`src/design/sdram_ctrl_pkg.sv`:
```
package sdram_ctrl_pkg;

   // sdram geometry
   localparam int BA_W  = 2;
   localparam int ROW_W = 13;
   localparam int COL_W = 9;

   // word address drops the column low bit, one word is two beats
   localparam int ADR_W = BA_W + ROW_W + COL_W - 1;

   localparam int DATA_W = 32;
   localparam int DQ_W   = 16;
   localparam int BE_W   = DATA_W / 8;

   // timing in sdram_clk cycles
   localparam int T_RCD = 2;
   localparam int T_RP  = 2;

   // address bit that selects all banks or auto-precharge
   localparam int AP_BIT = 10;

   // {ras_n, cas_n, we_n}
   typedef enum logic [2:0] {
      CMD_LMR   = 3'b000,
      CMD_AREF  = 3'b001,
      CMD_PRE   = 3'b010,
      CMD_ACT   = 3'b011,
      CMD_WRITE = 3'b100,
      CMD_READ  = 3'b101,
      CMD_NOP   = 3'b111
   } sdram_cmd_e;

   typedef struct packed {
      sdram_cmd_e         cmd;
      logic [BA_W-1:0]    ba;
      logic [ROW_W-1:0]   a;
   } sdram_cmd_t;

   // queue head as presented by a request port
   typedef struct packed {
      logic               we;
      logic [ADR_W-1:0]   adr;
      logic [BE_W-1:0]    be;
      logic [DATA_W-1:0]  dat;
   } mem_req_t;

   typedef struct packed {
      logic               we;
      logic [BA_W-1:0]    ba;
      logic [ROW_W-1:0]   row;
      logic [COL_W-1:0]   col;
   } mem_loc_t;

endpackage

```
`src/design/port_arbiter.sv`:
```
module port_arbiter import sdram_ctrl_pkg::*; #(
   parameter int NR_PORTS = 3
) (
   input  logic                  sdram_clk,
   input  logic                  sdram_rst,
   input  logic [NR_PORTS-1:0]   req_empty_i,
   input  mem_req_t              req_i [NR_PORTS],
   input  logic                  idle_i,
   input  logic                  take_i,
   output logic                  grant_valid_o,
   output mem_loc_t              loc_o,
   output logic [DATA_W-1:0]     wdat_o,
   output logic [BE_W-1:0]       be_o,
   output logic [NR_PORTS-1:0]   grant_o,
   output logic [NR_PORTS-1:0]   req_re_o
);

   localparam int IDX_W = (NR_PORTS > 1) ? $clog2(NR_PORTS) : 1;

   logic [NR_PORTS-1:0] sel;
   logic [IDX_W-1:0]    sel_idx;
   mem_req_t            head;
   logic                load;

   // fixed priority, lowest index wins
   always_comb begin
      sel     = '0;
      sel_idx = '0;
      for (int p = NR_PORTS - 1; p >= 0; p--) begin
         if (!req_empty_i[p]) begin
            sel     = '0;
            sel[p]  = 1'b1;
            sel_idx = IDX_W'(p);
         end
      end
   end

   assign head = req_i[sel_idx];

   // grant is frozen once valid, until the fsm takes it
   assign load = idle_i && !grant_valid_o;

   always_ff @(posedge sdram_clk or posedge sdram_rst) begin
      if (sdram_rst) begin
         grant_valid_o <= 1'b0;
         grant_o       <= '0;
      end else if (take_i) begin
         grant_valid_o <= 1'b0;
      end else if (load) begin
         grant_valid_o <= |(~req_empty_i);
         grant_o       <= sel;
      end
   end

   // address split {ba, row, col[8:1]}, col bit 0 is always zero
   always_ff @(posedge sdram_clk) begin
      if (load) begin
         loc_o.we  <= head.we;
         loc_o.ba  <= head.adr[ADR_W-1 -: BA_W];
         loc_o.row <= head.adr[COL_W-1 +: ROW_W];
         loc_o.col <= {head.adr[COL_W-2:0], 1'b0};
         wdat_o    <= head.dat;
         be_o      <= head.be;
      end
   end

   // pop the granted queue
   assign req_re_o = take_i ? grant_o : '0;

   // a pop only ever hits a single port whose queue holds a request
   a_pop_valid: assert property (@(posedge sdram_clk) disable iff (sdram_rst)
      |req_re_o |-> $onehot(req_re_o) && grant_valid_o && !(|(req_re_o & req_empty_i)));

endmodule

```
`src/design/sdr_cmd_fsm.sv`:
```
module sdr_cmd_fsm import sdram_ctrl_pkg::*; #(
   parameter int CAS_LATENCY = 2,
   parameter int REF_PERIOD  = 200
) (
   input  logic         sdram_clk,
   input  logic         sdram_rst,
   input  logic         grant_valid_i,
   input  mem_loc_t     loc_i,
   output logic         idle_o,
   output logic         take_o,
   output logic         issue_read_o,
   output logic [1:0]   wr_beat_o,
   output sdram_cmd_t   cmd_o
);

   localparam int WAIT_W     = 5;
   localparam int INIT_WAIT  = 16;
   localparam int AREF_WAIT  = 8;
   localparam int REF_CNT_W  = $clog2(REF_PERIOD);

   // burst length 2, sequential, programmed burst on writes
   localparam logic [ROW_W-1:0] LMR_MODE = {6'b000000, 3'(CAS_LATENCY), 1'b0, 3'b001};

   typedef enum logic [3:0] {
      S_WAIT, S_PRE_ALL, S_AREF_1, S_AREF_2, S_LMR,
      S_IDLE, S_AREF, S_ACT, S_RW
   } state_e;

   state_e              state;
   state_e              after_wait;
   logic [WAIT_W-1:0]   wait_cnt;
   logic [REF_CNT_W-1:0] ref_cnt;
   logic                ref_pending;
   logic                wr_beat1;

   // refresh interval timer
   always_ff @(posedge sdram_clk or posedge sdram_rst) begin
      if (sdram_rst) begin
         ref_cnt     <= REF_CNT_W'(REF_PERIOD - 1);
         ref_pending <= 1'b0;
      end else begin
         if (ref_cnt == '0) begin
            ref_cnt     <= REF_CNT_W'(REF_PERIOD - 1);
            ref_pending <= 1'b1;
         end else begin
            ref_cnt <= ref_cnt - 1'b1;
            if (state == S_AREF) begin
               ref_pending <= 1'b0;
            end
         end
      end
   end

   // every command state hands its nop gap to S_WAIT
   always_ff @(posedge sdram_clk or posedge sdram_rst) begin
      if (sdram_rst) begin
         state      <= S_WAIT;
         after_wait <= S_PRE_ALL;
         wait_cnt   <= WAIT_W'(INIT_WAIT - 1);
         wr_beat1   <= 1'b0;
      end else begin
         wr_beat1 <= (state == S_RW) && loc_i.we;
         case (state)
            S_WAIT: begin
               if (wait_cnt == '0) begin
                  state <= after_wait;
               end else begin
                  wait_cnt <= wait_cnt - 1'b1;
               end
            end
            S_PRE_ALL: state <= S_AREF_1;
            S_AREF_1: begin
               state      <= S_WAIT;
               after_wait <= S_AREF_2;
               wait_cnt   <= WAIT_W'(AREF_WAIT - 1);
            end
            S_AREF_2: begin
               state      <= S_WAIT;
               after_wait <= S_LMR;
               wait_cnt   <= WAIT_W'(AREF_WAIT - 1);
            end
            S_LMR: state <= S_IDLE;
            S_IDLE: begin
               // refresh goes ahead of any grant
               if (ref_pending) begin
                  state <= S_AREF;
               end else if (grant_valid_i) begin
                  state <= S_ACT;
               end
            end
            S_AREF: begin
               state      <= S_WAIT;
               after_wait <= S_IDLE;
               wait_cnt   <= WAIT_W'(AREF_WAIT - 1);
            end
            S_ACT: begin
               state      <= S_WAIT;
               after_wait <= S_RW;
               wait_cnt   <= WAIT_W'(T_RCD - 1);
            end
            S_RW: begin
               state      <= S_WAIT;
               after_wait <= S_IDLE;
               wait_cnt   <= WAIT_W'(T_RP + 1);
            end
            default: state <= S_IDLE;
         endcase
      end
   end

   assign idle_o       = (state == S_IDLE);
   assign take_o       = (state == S_RW);
   assign issue_read_o = take_o && !loc_i.we;
   assign wr_beat_o    = {wr_beat1, take_o && loc_i.we};

   always_comb begin
      cmd_o = '{cmd: CMD_NOP, ba: '0, a: '0};
      case (state)
         S_PRE_ALL: begin
            cmd_o.cmd       = CMD_PRE;
            cmd_o.a[AP_BIT] = 1'b1;
         end
         S_AREF_1, S_AREF_2, S_AREF: cmd_o.cmd = CMD_AREF;
         S_LMR: begin
            cmd_o.cmd = CMD_LMR;
            cmd_o.a   = LMR_MODE;
         end
         S_ACT: begin
            cmd_o.cmd = CMD_ACT;
            cmd_o.ba  = loc_i.ba;
            cmd_o.a   = loc_i.row;
         end
         S_RW: begin
            cmd_o.cmd          = loc_i.we ? CMD_WRITE : CMD_READ;
            cmd_o.ba           = loc_i.ba;
            cmd_o.a[COL_W-1:0] = loc_i.col;
            // auto-precharge
            cmd_o.a[AP_BIT]    = 1'b1;
         end
         default: ;
      endcase
   end

   a_no_act_on_ref: assert property (@(posedge sdram_clk) disable iff (sdram_rst)
      (idle_o && ref_pending) |=> (cmd_o.cmd != CMD_ACT));

   a_rw_after_act: assert property (@(posedge sdram_clk) disable iff (sdram_rst)
      (cmd_o.cmd inside {CMD_READ, CMD_WRITE}) |->
         ($past(cmd_o.cmd, T_RCD + 1) == CMD_ACT) && ($past(cmd_o.ba, T_RCD + 1) == cmd_o.ba));

endmodule

```
`src/design/write_data_path.sv`:
```
module write_data_path import sdram_ctrl_pkg::*; (
   input  logic                  sdram_clk,
   input  logic                  sdram_rst,
   input  logic [1:0]            wr_beat_i,
   input  logic [DATA_W-1:0]     wdat_i,
   input  logic [BE_W-1:0]       be_i,
   output logic [DQ_W-1:0]       dq_o,
   output logic [DQ_W/8-1:0]     dqm_o,
   output logic                  dq_oe_o
);

   logic [DQ_W-1:0]   dat_lo_q;
   logic [DQ_W/8-1:0] dqm_lo_q;

   // low half-word waits one cycle for beat 1
   always_ff @(posedge sdram_clk) begin
      if (wr_beat_i[0]) begin
         dat_lo_q <= wdat_i[DQ_W-1:0];
      end
   end

   always_ff @(posedge sdram_clk or posedge sdram_rst) begin
      if (sdram_rst) begin
         dqm_lo_q <= '0;
      end else if (wr_beat_i[0]) begin
         dqm_lo_q <= ~be_i[DQ_W/8-1:0];
      end
   end

   // beat 0 is the high half-word
   assign dq_o    = wr_beat_i[0] ? wdat_i[DATA_W-1 -: DQ_W] : dat_lo_q;
   assign dq_oe_o = |wr_beat_i;

   // dqm stays 00 outside write beats, reads need every byte
   always_comb begin
      dqm_o = '0;
      if (wr_beat_i[0]) begin
         dqm_o = ~be_i[BE_W-1 -: DQ_W/8];
      end else if (wr_beat_i[1]) begin
         dqm_o = dqm_lo_q;
      end
   end

endmodule

```
`src/design/read_capture.sv`:
```
module read_capture import sdram_ctrl_pkg::*; #(
   parameter int NR_PORTS    = 3,
   parameter int CAS_LATENCY = 2
) (
   input  logic                  sdram_clk,
   input  logic                  sdram_rst,
   input  logic                  issue_read_i,
   input  logic [NR_PORTS-1:0]   grant_i,
   input  logic [DQ_W-1:0]       dq_i,
   output logic                  rd_valid_o,
   output logic [DATA_W-1:0]     rd_data_o,
   output logic [NR_PORTS-1:0]   rd_port_o
);

   // cas latency plus two beats
   localparam int DEPTH = CAS_LATENCY + 2;

   typedef struct packed {
      logic                vld;
      logic [NR_PORTS-1:0] port;
   } rd_tag_t;

   rd_tag_t         tag_line [DEPTH];
   logic [DQ_W-1:0] dq_d1;
   logic [DQ_W-1:0] dq_d2;

   // one slot per cycle, so back to back reads stay in order
   always_ff @(posedge sdram_clk or posedge sdram_rst) begin
      if (sdram_rst) begin
         for (int i = 0; i < DEPTH; i++) begin
            tag_line[i] <= '0;
         end
      end else begin
         tag_line[0] <= '{vld: issue_read_i, port: grant_i};
         for (int i = 1; i < DEPTH; i++) begin
            tag_line[i] <= tag_line[i-1];
         end
      end
   end

   always_ff @(posedge sdram_clk) begin
      dq_d1 <= dq_i;
      dq_d2 <= dq_d1;
   end

   // first beat lands in the upper half
   assign rd_data_o  = {dq_d2, dq_d1};
   assign rd_valid_o = tag_line[DEPTH-1].vld;
   assign rd_port_o  = tag_line[DEPTH-1].port;

   a_rd_tag: assert property (@(posedge sdram_clk) disable iff (sdram_rst)
      rd_valid_o |-> $onehot(rd_port_o));

endmodule

```
`src/design/sdram_ctrl_top.sv`:
```
module sdram_ctrl_top import sdram_ctrl_pkg::*; #(
   parameter int NR_PORTS    = 3,
   parameter int CAS_LATENCY = 2,
   parameter int REF_PERIOD  = 200
) (
   input  logic                  sdram_clk,
   input  logic                  sdram_rst,
   input  logic [NR_PORTS-1:0]   req_empty_i,
   input  mem_req_t              req_i [NR_PORTS],
   output logic [NR_PORTS-1:0]   req_re_o,
   output logic                  rd_valid_o,
   output logic [DATA_W-1:0]     rd_data_o,
   output logic [NR_PORTS-1:0]   rd_port_o,
   output sdram_cmd_t            cmd_o,
   output logic [DQ_W-1:0]       dq_o,
   output logic [DQ_W/8-1:0]     dqm_o,
   output logic                  dq_oe_o,
   input  logic [DQ_W-1:0]       dq_i
);

   logic                idle;
   logic                take;
   logic                grant_valid;
   logic                issue_read;
   logic [1:0]          wr_beat;
   mem_loc_t            loc;
   logic [DATA_W-1:0]   wdat;
   logic [BE_W-1:0]     be;
   logic [NR_PORTS-1:0] grant;

   port_arbiter #(.NR_PORTS(NR_PORTS)) u_arbiter (
      .sdram_clk, .sdram_rst, .req_empty_i, .req_i,
      .idle_i(idle), .take_i(take), .grant_valid_o(grant_valid),
      .loc_o(loc), .wdat_o(wdat), .be_o(be), .grant_o(grant), .req_re_o
   );

   sdr_cmd_fsm #(.CAS_LATENCY(CAS_LATENCY), .REF_PERIOD(REF_PERIOD)) u_fsm (
      .sdram_clk, .sdram_rst, .grant_valid_i(grant_valid), .loc_i(loc),
      .idle_o(idle), .take_o(take), .issue_read_o(issue_read),
      .wr_beat_o(wr_beat), .cmd_o
   );

   write_data_path u_wdp (
      .sdram_clk, .sdram_rst, .wr_beat_i(wr_beat), .wdat_i(wdat), .be_i(be),
      .dq_o, .dqm_o, .dq_oe_o
   );

   read_capture #(.NR_PORTS(NR_PORTS), .CAS_LATENCY(CAS_LATENCY)) u_rdc (
      .sdram_clk, .sdram_rst, .issue_read_i(issue_read), .grant_i(grant),
      .dq_i, .rd_valid_o, .rd_data_o, .rd_port_o
   );

endmodule

```
`config.mk`:
```
export PLATFORM = sky130hd
export DESIGN_NAME = sdram_ctrl_top
export DESIGN_NICKNAME = d
export VERILOG_FILES = /design/src/design/sdram_ctrl_pkg.sv /design/src/design/port_arbiter.sv /design/src/design/sdr_cmd_fsm.sv /design/src/design/write_data_path.sv /design/src/design/read_capture.sv /design/src/design/sdram_ctrl_top.sv
export SDC_FILE = /design/constraint.sdc
export NUM_CORES = 1
export LEC_CHECK = 0
export BUFFER_PORTS_ARGS = -buffer_cell sky130_fd_sc_hd__buf_4
export CAP_MARGIN = 20
export CORE_UTILIZATION = 47
export CTS_CLUSTER_DIAMETER = 100
export CTS_CLUSTER_SIZE = 8
export DETAILED_ROUTE_END_ITERATION = 16
export GPL_TIMING_DRIVEN = 0
export PLACE_DENSITY = 0.91
export SLEW_MARGIN = 0
export SYNTH_ARGS = -nofsm -noshare
export SYNTH_HDL_FRONTEND = slang
export SYNTH_SLANG_ARGS = --single-unit
```
`constraint.sdc`:
```
create_clock -name sdram_clk -period 6.15 [get_ports sdram_clk]
set_input_delay 0.9225 -clock sdram_clk [delete_from_list [all_inputs] [get_ports sdram_clk]]
set_output_delay 0.9225 -clock sdram_clk [all_outputs]
set_load 0.05 [all_outputs]
```
== Word level (Yosys, flattened, before mapping) ==
Index checks and enable logic that the tools add are counted.

* Flip-flop bits (word level): 153
* Bits of input ports: 201
* Output and inout bits: 76
* Word-level logic and storage cells: 99

* Add/sub/neg operators: 2
* $lt $le $gt $ge: 1
* Eq/ne operators: 11
* Muxes and demuxes: 32
* Bitwise logic cells: 5
* Reductions and logical operators: 22

{| class="wikitable"
|+ Operators by type and width
! kind !! number
|-
| binary-select mux 60 bit (select 2 bit) || 1
|-
| 2-to-1 mux 60 bit || 2
|-
| one-hot mux 4 bit (4 select lines) || 2
|-
| one-hot mux 9 bit (3 select lines) || 1
|-
| one-hot mux 5 bit (4 select lines) || 1
|-
| == test 4 x 3 -> 1 bit, second input constant || 4
|-
| 2-to-1 mux 16 bit || 1
|-
| one-hot mux 3 bit (5 select lines) || 1
|-
| 2-to-1 mux 2 bit || 7
|-
| 2-to-1 mux 3 bit || 4
|-
| 2-to-1 mux 4 bit || 3
|-
| == test 4 x 2 -> 1 bit, second input constant || 2
|-
| zero test 8 bit || 1
|-
| 2-to-1 mux 8 bit || 1
|-
| nonzero test 4 bit || 2
|-
| OR reduction 2 bit || 4
|-
| subtractor 8 x 1 -> 8 bit, second input constant || 1
|-
| 2-to-1 mux 1 bit || 6
|-
| AND reduction 2 bit || 3
|-
| OR reduction 3 bit || 2
|-
| zero test 5 bit || 1
|-
| 2-to-1 mux 5 bit || 1
|-
| OR reduction 5 bit || 1
|-
| subtractor 5 x 1 -> 5 bit, second input constant || 1
|-
| other kinds (15) || 20
|}

== Logic depth before layout (Yosys ltp) ==
* Word-level depth: 7
* Gate-level depth with buffers: 6
* Depth with buffers taken out: 6

== Modules after synthesis ==
A second synthesis with hierarchy kept.

* Cell total of the unflattened synthesis: 555
* Area, all modules: 6,655.1 um^2

{| class="wikitable"
|+ Modules (own cells, without submodules)
! module !! instances !! cells an instance !! area an instance (um^2) !! sequential area each (um^2)
|-
| port_arbiter || 1 || 283 || 3,323.2 || 1,901.8
|-
| sdr_cmd_fsm || 1 || 174 || 1,476.4 || 588.1
|-
| read_capture || 1 || 52 || 1,067.3 || 1,041.0
|-
| write_data_path || 1 || 46 || 788.3 || 530.5
|}

== Worst setup path after synthesis ==
Ideal clock, no wire load.

* Kind: reg2out
* Start point: reg u_fsm.state[3]
* End point: out dqm_o[0]
* Arrival: 2.255 ns
* Required time: 5.227 ns
* Slack: 2.972 ns
* Stages on the path, launching flop included: 6
* Buffers on the path: 2
* Path through: dfrtp_1 > buf_2 > nor2b_1 > nand3_2 > clkbuf_1 > o21ai_0

* Cells in the longest elaborated chain, start to end: 3

{| class="wikitable"
|+ Ends and longest elaborated chain
! what !! line !! text
|-
| from (decl) || sdr_cmd_fsm.sv:29 || <nowiki>state_e state;</nowiki>
|-
| from (signal assigned) || sdr_cmd_fsm.sv:66 || <nowiki>state <= after_wait;</nowiki>
|-
| == test 4 bit || sdr_cmd_fsm.sv:112 || <nowiki>assign take_o = (state == S_RW);</nowiki>
|-
| logical AND 1 bit || sdr_cmd_fsm.sv:114 || <nowiki>assign wr_beat_o = {wr_beat1, take_o && loc_i.we};</nowiki>
|-
| 2-to-1 mux 2 bit || write_data_path.sv:37 || <nowiki>if (wr_beat_i[0]) begin</nowiki>
|-
| to (decl) || sdram_ctrl_top.sv:16 || <nowiki>output logic [DQ_W/8-1:0] dqm_o,</nowiki>
|}

Every way passes these cells.

==> flow_summary_export.csv <==
group,metric,value,unit
global_routing,overflow,0,
global_routing,use_met2,43.0,%
placement,io_buffer_count,276,
placement,place.gp.congestion,0.877,
power_and_ir_drop,irDropWorstVdd,0.297,mV
synthesis,ys.flop_type,"edfxtp_1",
routing,vias,5283,
routing,firstDrtPassIters,4,
clock_network,holdBufCountCts,0,
cells_and_area,final_cell_mix,"buf_4 (279), nand2_1 (80), o21ai_0 (79), edfxtp_1 (76), mux2i_1 (61)",
floorplan,row_count,42,
synthesis,ys_seq_area_share,63.1,%
sta,setup_viol,0,
global_routing,grtUsageMet3,7.09,%
clock_network,cts_root_buffer,"clkbuf_16",
critical_path,r2r-end,"u_arbiter.wdat_o[28]$_DFFE_PP_",
worst_hold_path,hold_path.class,"register to register",
critical_path,critPathLaunchType,"register",
clock_network,cts.sinks,153,
routing,wl,16900,um
routing,vias_per_cell,5.17,
synthesis,syn_inst,537,
floorplan,die_x,119,um
floorplan,dieArea,14200,um2
global_routing,grt_pass1_wl,26000,um
synthesis,synth_area,6430,um2
clock_network,clkTransAtPathRegs,60,ps
global_routing,grt_pass1_vias,5175,
cells_and_area,final_nets,1037,
synthesis,syn_avg_cell_area,12.0,um2
synthesis,syn-num-nets,741,
status,outcome,"complete, no violations",
sta,layout_min_cycle_time,3540,ps
floorplan,coreArea,13300,um2
clock_network,clock_latency,420,ps
sta,setup_tns,0,ps
cells_and_area,area_delta_synth_final,46.0,%
clock_network,htreeDepth,4,
cells_and_area,seqCellArea,4060,um2
critical_path,crit_type,"register to output pin",
sta,finalCritPeriodShare,57.6,%
floorplan,die_h,119,um
power_and_ir_drop,leakage,4.10,nW
critical_path,reg2reg_from,"u_fsm.state[3]$_DFFE_PP0P_",
sta,tightest_slew,915,ps
global_routing,met1_usage,26.8,%
critical_path,crit_family,"buffers and inverters",
clock_network,cts_resized,0,
sta,clock_skew,8.37,ps
clock_network,postCtsSetupBuffers,0,
sta,fmax,283,MHz
global_routing,grt_max_degree,46,
critical_path,cp-startpoint,"u_fsm.state[1]$_DFFE_PP0P_",
critical_path,worst_path_largest_cell_delay,470,ps
global_routing,track_usage,24.3,%
routing,ant_nets,0,
critical_path,cp-end-kind,"output pin",
floorplan,ioPinCount,277,
sta,finalHoldViolCount,0,
floorplan,initial_utilization,48.4,%
cells_and_area,drive_above_1_share,41.8,%
critical_path,path_max_fanout,10,
synthesis,synth_async_sr_flop_share,29.4,%
critical_path,cp_num_buf_inv,3,
critical_path,ff2ff_setup_slack,3720,ps
critical_path,critPathRequiredTime,5230,ps
critical_path,critPathArrivalTime,2620,ps
synthesis,synth_top_area_share,35.5,%
sta,postLayoutSetupSlackWorst,2610,ps
cells_and_area,multi_input_area,2170,um2
synthesis,yosys-top-cells-area,"edfxtp_1 (35%), dfrtp_1 (14%), dfxtp_1 (10%)",
cells_and_area,diodes,0,
placement,post-place-ws,3110,ps
routing,drtIter0Drc,256,
cells_and_area,final_common_cell,"buf_4",
synthesis,synth_seq_cells,153,
routing,drcViolationCount,0,
critical_path,crit_cells,6,
global_routing,grt_antenna_before_repair,0,
synthesis,synth_edf_count,76,
critical_path,slowest_stage,"nor2_1",
cells_and_area,nFillCells,965,
routing,wl_per_cell,16.5,um
power_and_ir_drop,power.density,259,nW/um2
placement,hpwl,12700,um
clock_network,cts.path.max_buffers,2,
synthesis,yosysUniqueCellTypes,41,
synthesis,yosysWarningCount,0,
global_routing,grt.busiest_layer,"met2",
clock_network,cts_buffers,17,
sta,final_max_slew_viol_count,0,
flow_run,drv_cap,0,
critical_path,reg2reg_depth,6,
critical_path,path_cells,"clkbuf_1 -> nand2b_1 -> nor2_1 -> buf_2 -> a22o_1 -> buf_4",
critical_path,setup.worst_path.end,"cmd_o[3]",
sta,timing.slew.headroom,38.1,%
sta,rsz0062_at_grt,"false",
synthesis,yosysTopAreaCell,"edfxtp_1",
clock_network,cts_tree,"built",
[worst min path at each step]
stage / from / end / cells after the start
2_1_floorplan: u_rdc.tag_line[4]$_DFF_PP0_ / u_rdc.rd_port_o[0]$_DFF_PP0_ / 0
3_3_place_gp: u_rdc.tag_line[14]$_DFF_PP0_ / u_rdc.tag_line[10]$_DFF_PP0_ / 0
3_5_place_dp: u_rdc.tag_line[9]$_DFF_PP0_ / u_rdc.tag_line[5]$_DFF_PP0_ / 0
4_1_cts: u_rdc.tag_line[9]$_DFF_PP0_ / u_rdc.tag_line[5]$_DFF_PP0_ / 0
5_1_grt: u_rdc.tag_line[13]$_DFF_PP0_ / u_rdc.tag_line[9]$_DFF_PP0_ / 0
6_report: u_rdc.tag_line[12]$_DFF_PP0_ / u_rdc.tag_line[8]$_DFF_PP0_ / 0
[worst reg2reg max path: cells and delay by family (launching register included)]
family,cells,cell delay [ps]
buf+inv,4,1160
flops,1,350
simple gates,2,600
[area by class of cell]
cell class,instances,share of cell area (%)
Tap cell,176,2.35
Clock buffer,21,5.48
Timing Repair Buffer,277,22.3
Sequential cell,153,43.3
Clock inverter,11,1.39
Multi-Input combinational cell,336,23.1
Buffer,34,1.60
Inverter,14,0.560
[report_power, final]
part           internal [mW]  switching [mW]  leakage, nW
sequential              1.09         0.00522         1.50
clock                  0.685           0.409        0.315
combinational          0.125           0.115         2.28
[registers in the layout (all words and copies together), names as in the netlist]
signal and count:
u_fsm.ref_pending 1, u_fsm.ref_cnt 8, u_arbiter.grant_o 3, u_arbiter.loc_o 24, u_wdp.dqm_lo_q 2, u_rdc.tag_line 12, u_arbiter.wdat_o 32, u_wdp.dat_lo_q 16
u_fsm.wr_beat1 1, u_fsm.state 4, u_rdc.dq_d2 16, u_arbiter.grant_valid_o 1, u_arbiter.be_o 4, u_rdc.rd_port_o 3, u_fsm.after_wait 4, u_rdc.rd_valid_o 1
u_rdc.dq_d1 16, u_fsm.wait_cnt 5
[logic make-up after synthesis]
family                   Yosys count  share of synthesized area (%)
AO/OA/AOI/OAI                    110                           9.69
multiplexers                      82                           13.2
adder cells (fa/ha/maj)            3                          0.584
AND/OR/NAND/NOR                  137                           9.73
flip-flops                       153                           63.1
XOR/XNOR                           4                          0.545
buffers and inverters             48                           3.15
[Yosys cell counts (2+ instances only)]
cell and n:
inv_1 14, clkbuf_1 22, nand2_1 80, edfxtp_1 76
and3_1 6, nor2_1 15, xnor2_1 2, a22o_1 9
nor4b_1 2, dfrtp_1 35, a311oi_1 2, dfxtp_1 32
buf_2 9, xor2_1 2, and2_1 3, nor3_1 8
nor2b_1 3, mux2_2 19, o211ai_1 2, o22ai_1 2
o21a_1 4, o21ai_0 79, ha_1 3, buf_4 3
nor4_1 3, a22oi_1 2, a21oi_1 7, nand2b_1 6
mux2i_1 61, mux2_1 2, nand3_1 5, dfstp_2 10
[per-stage QoR]
| step | utilization [%] | power [mW] | instances | hold slack, ps | cell area, um2 |
|---|---|---|---|---|---|
| CTS | 70.6 | 2.45 | 1022 | 348 | 9390 |
| finish | 70.6 | 2.43 | 1022 | 347 | 9390 |
| detailed placement | 65.8 | 1.36 | 990 | 335 | 8740 |
| global placement | 65.6 | 1.35 | 989 | 331 | 8720 |
| floorplan | - | 1.22 | 537 | 331 | 6430 |
| global route | 70.6 | 2.50 | 1022 | 356 | 9390 |
[per-layer routing]
layer	share of wire (%)	vias up
met5	0	-
met4	3.0	0
met3	6.1	38
met2	53	227
met1	38	2504
li1	-	2514
No activity file was read; power rests on OpenSTA's default activity.
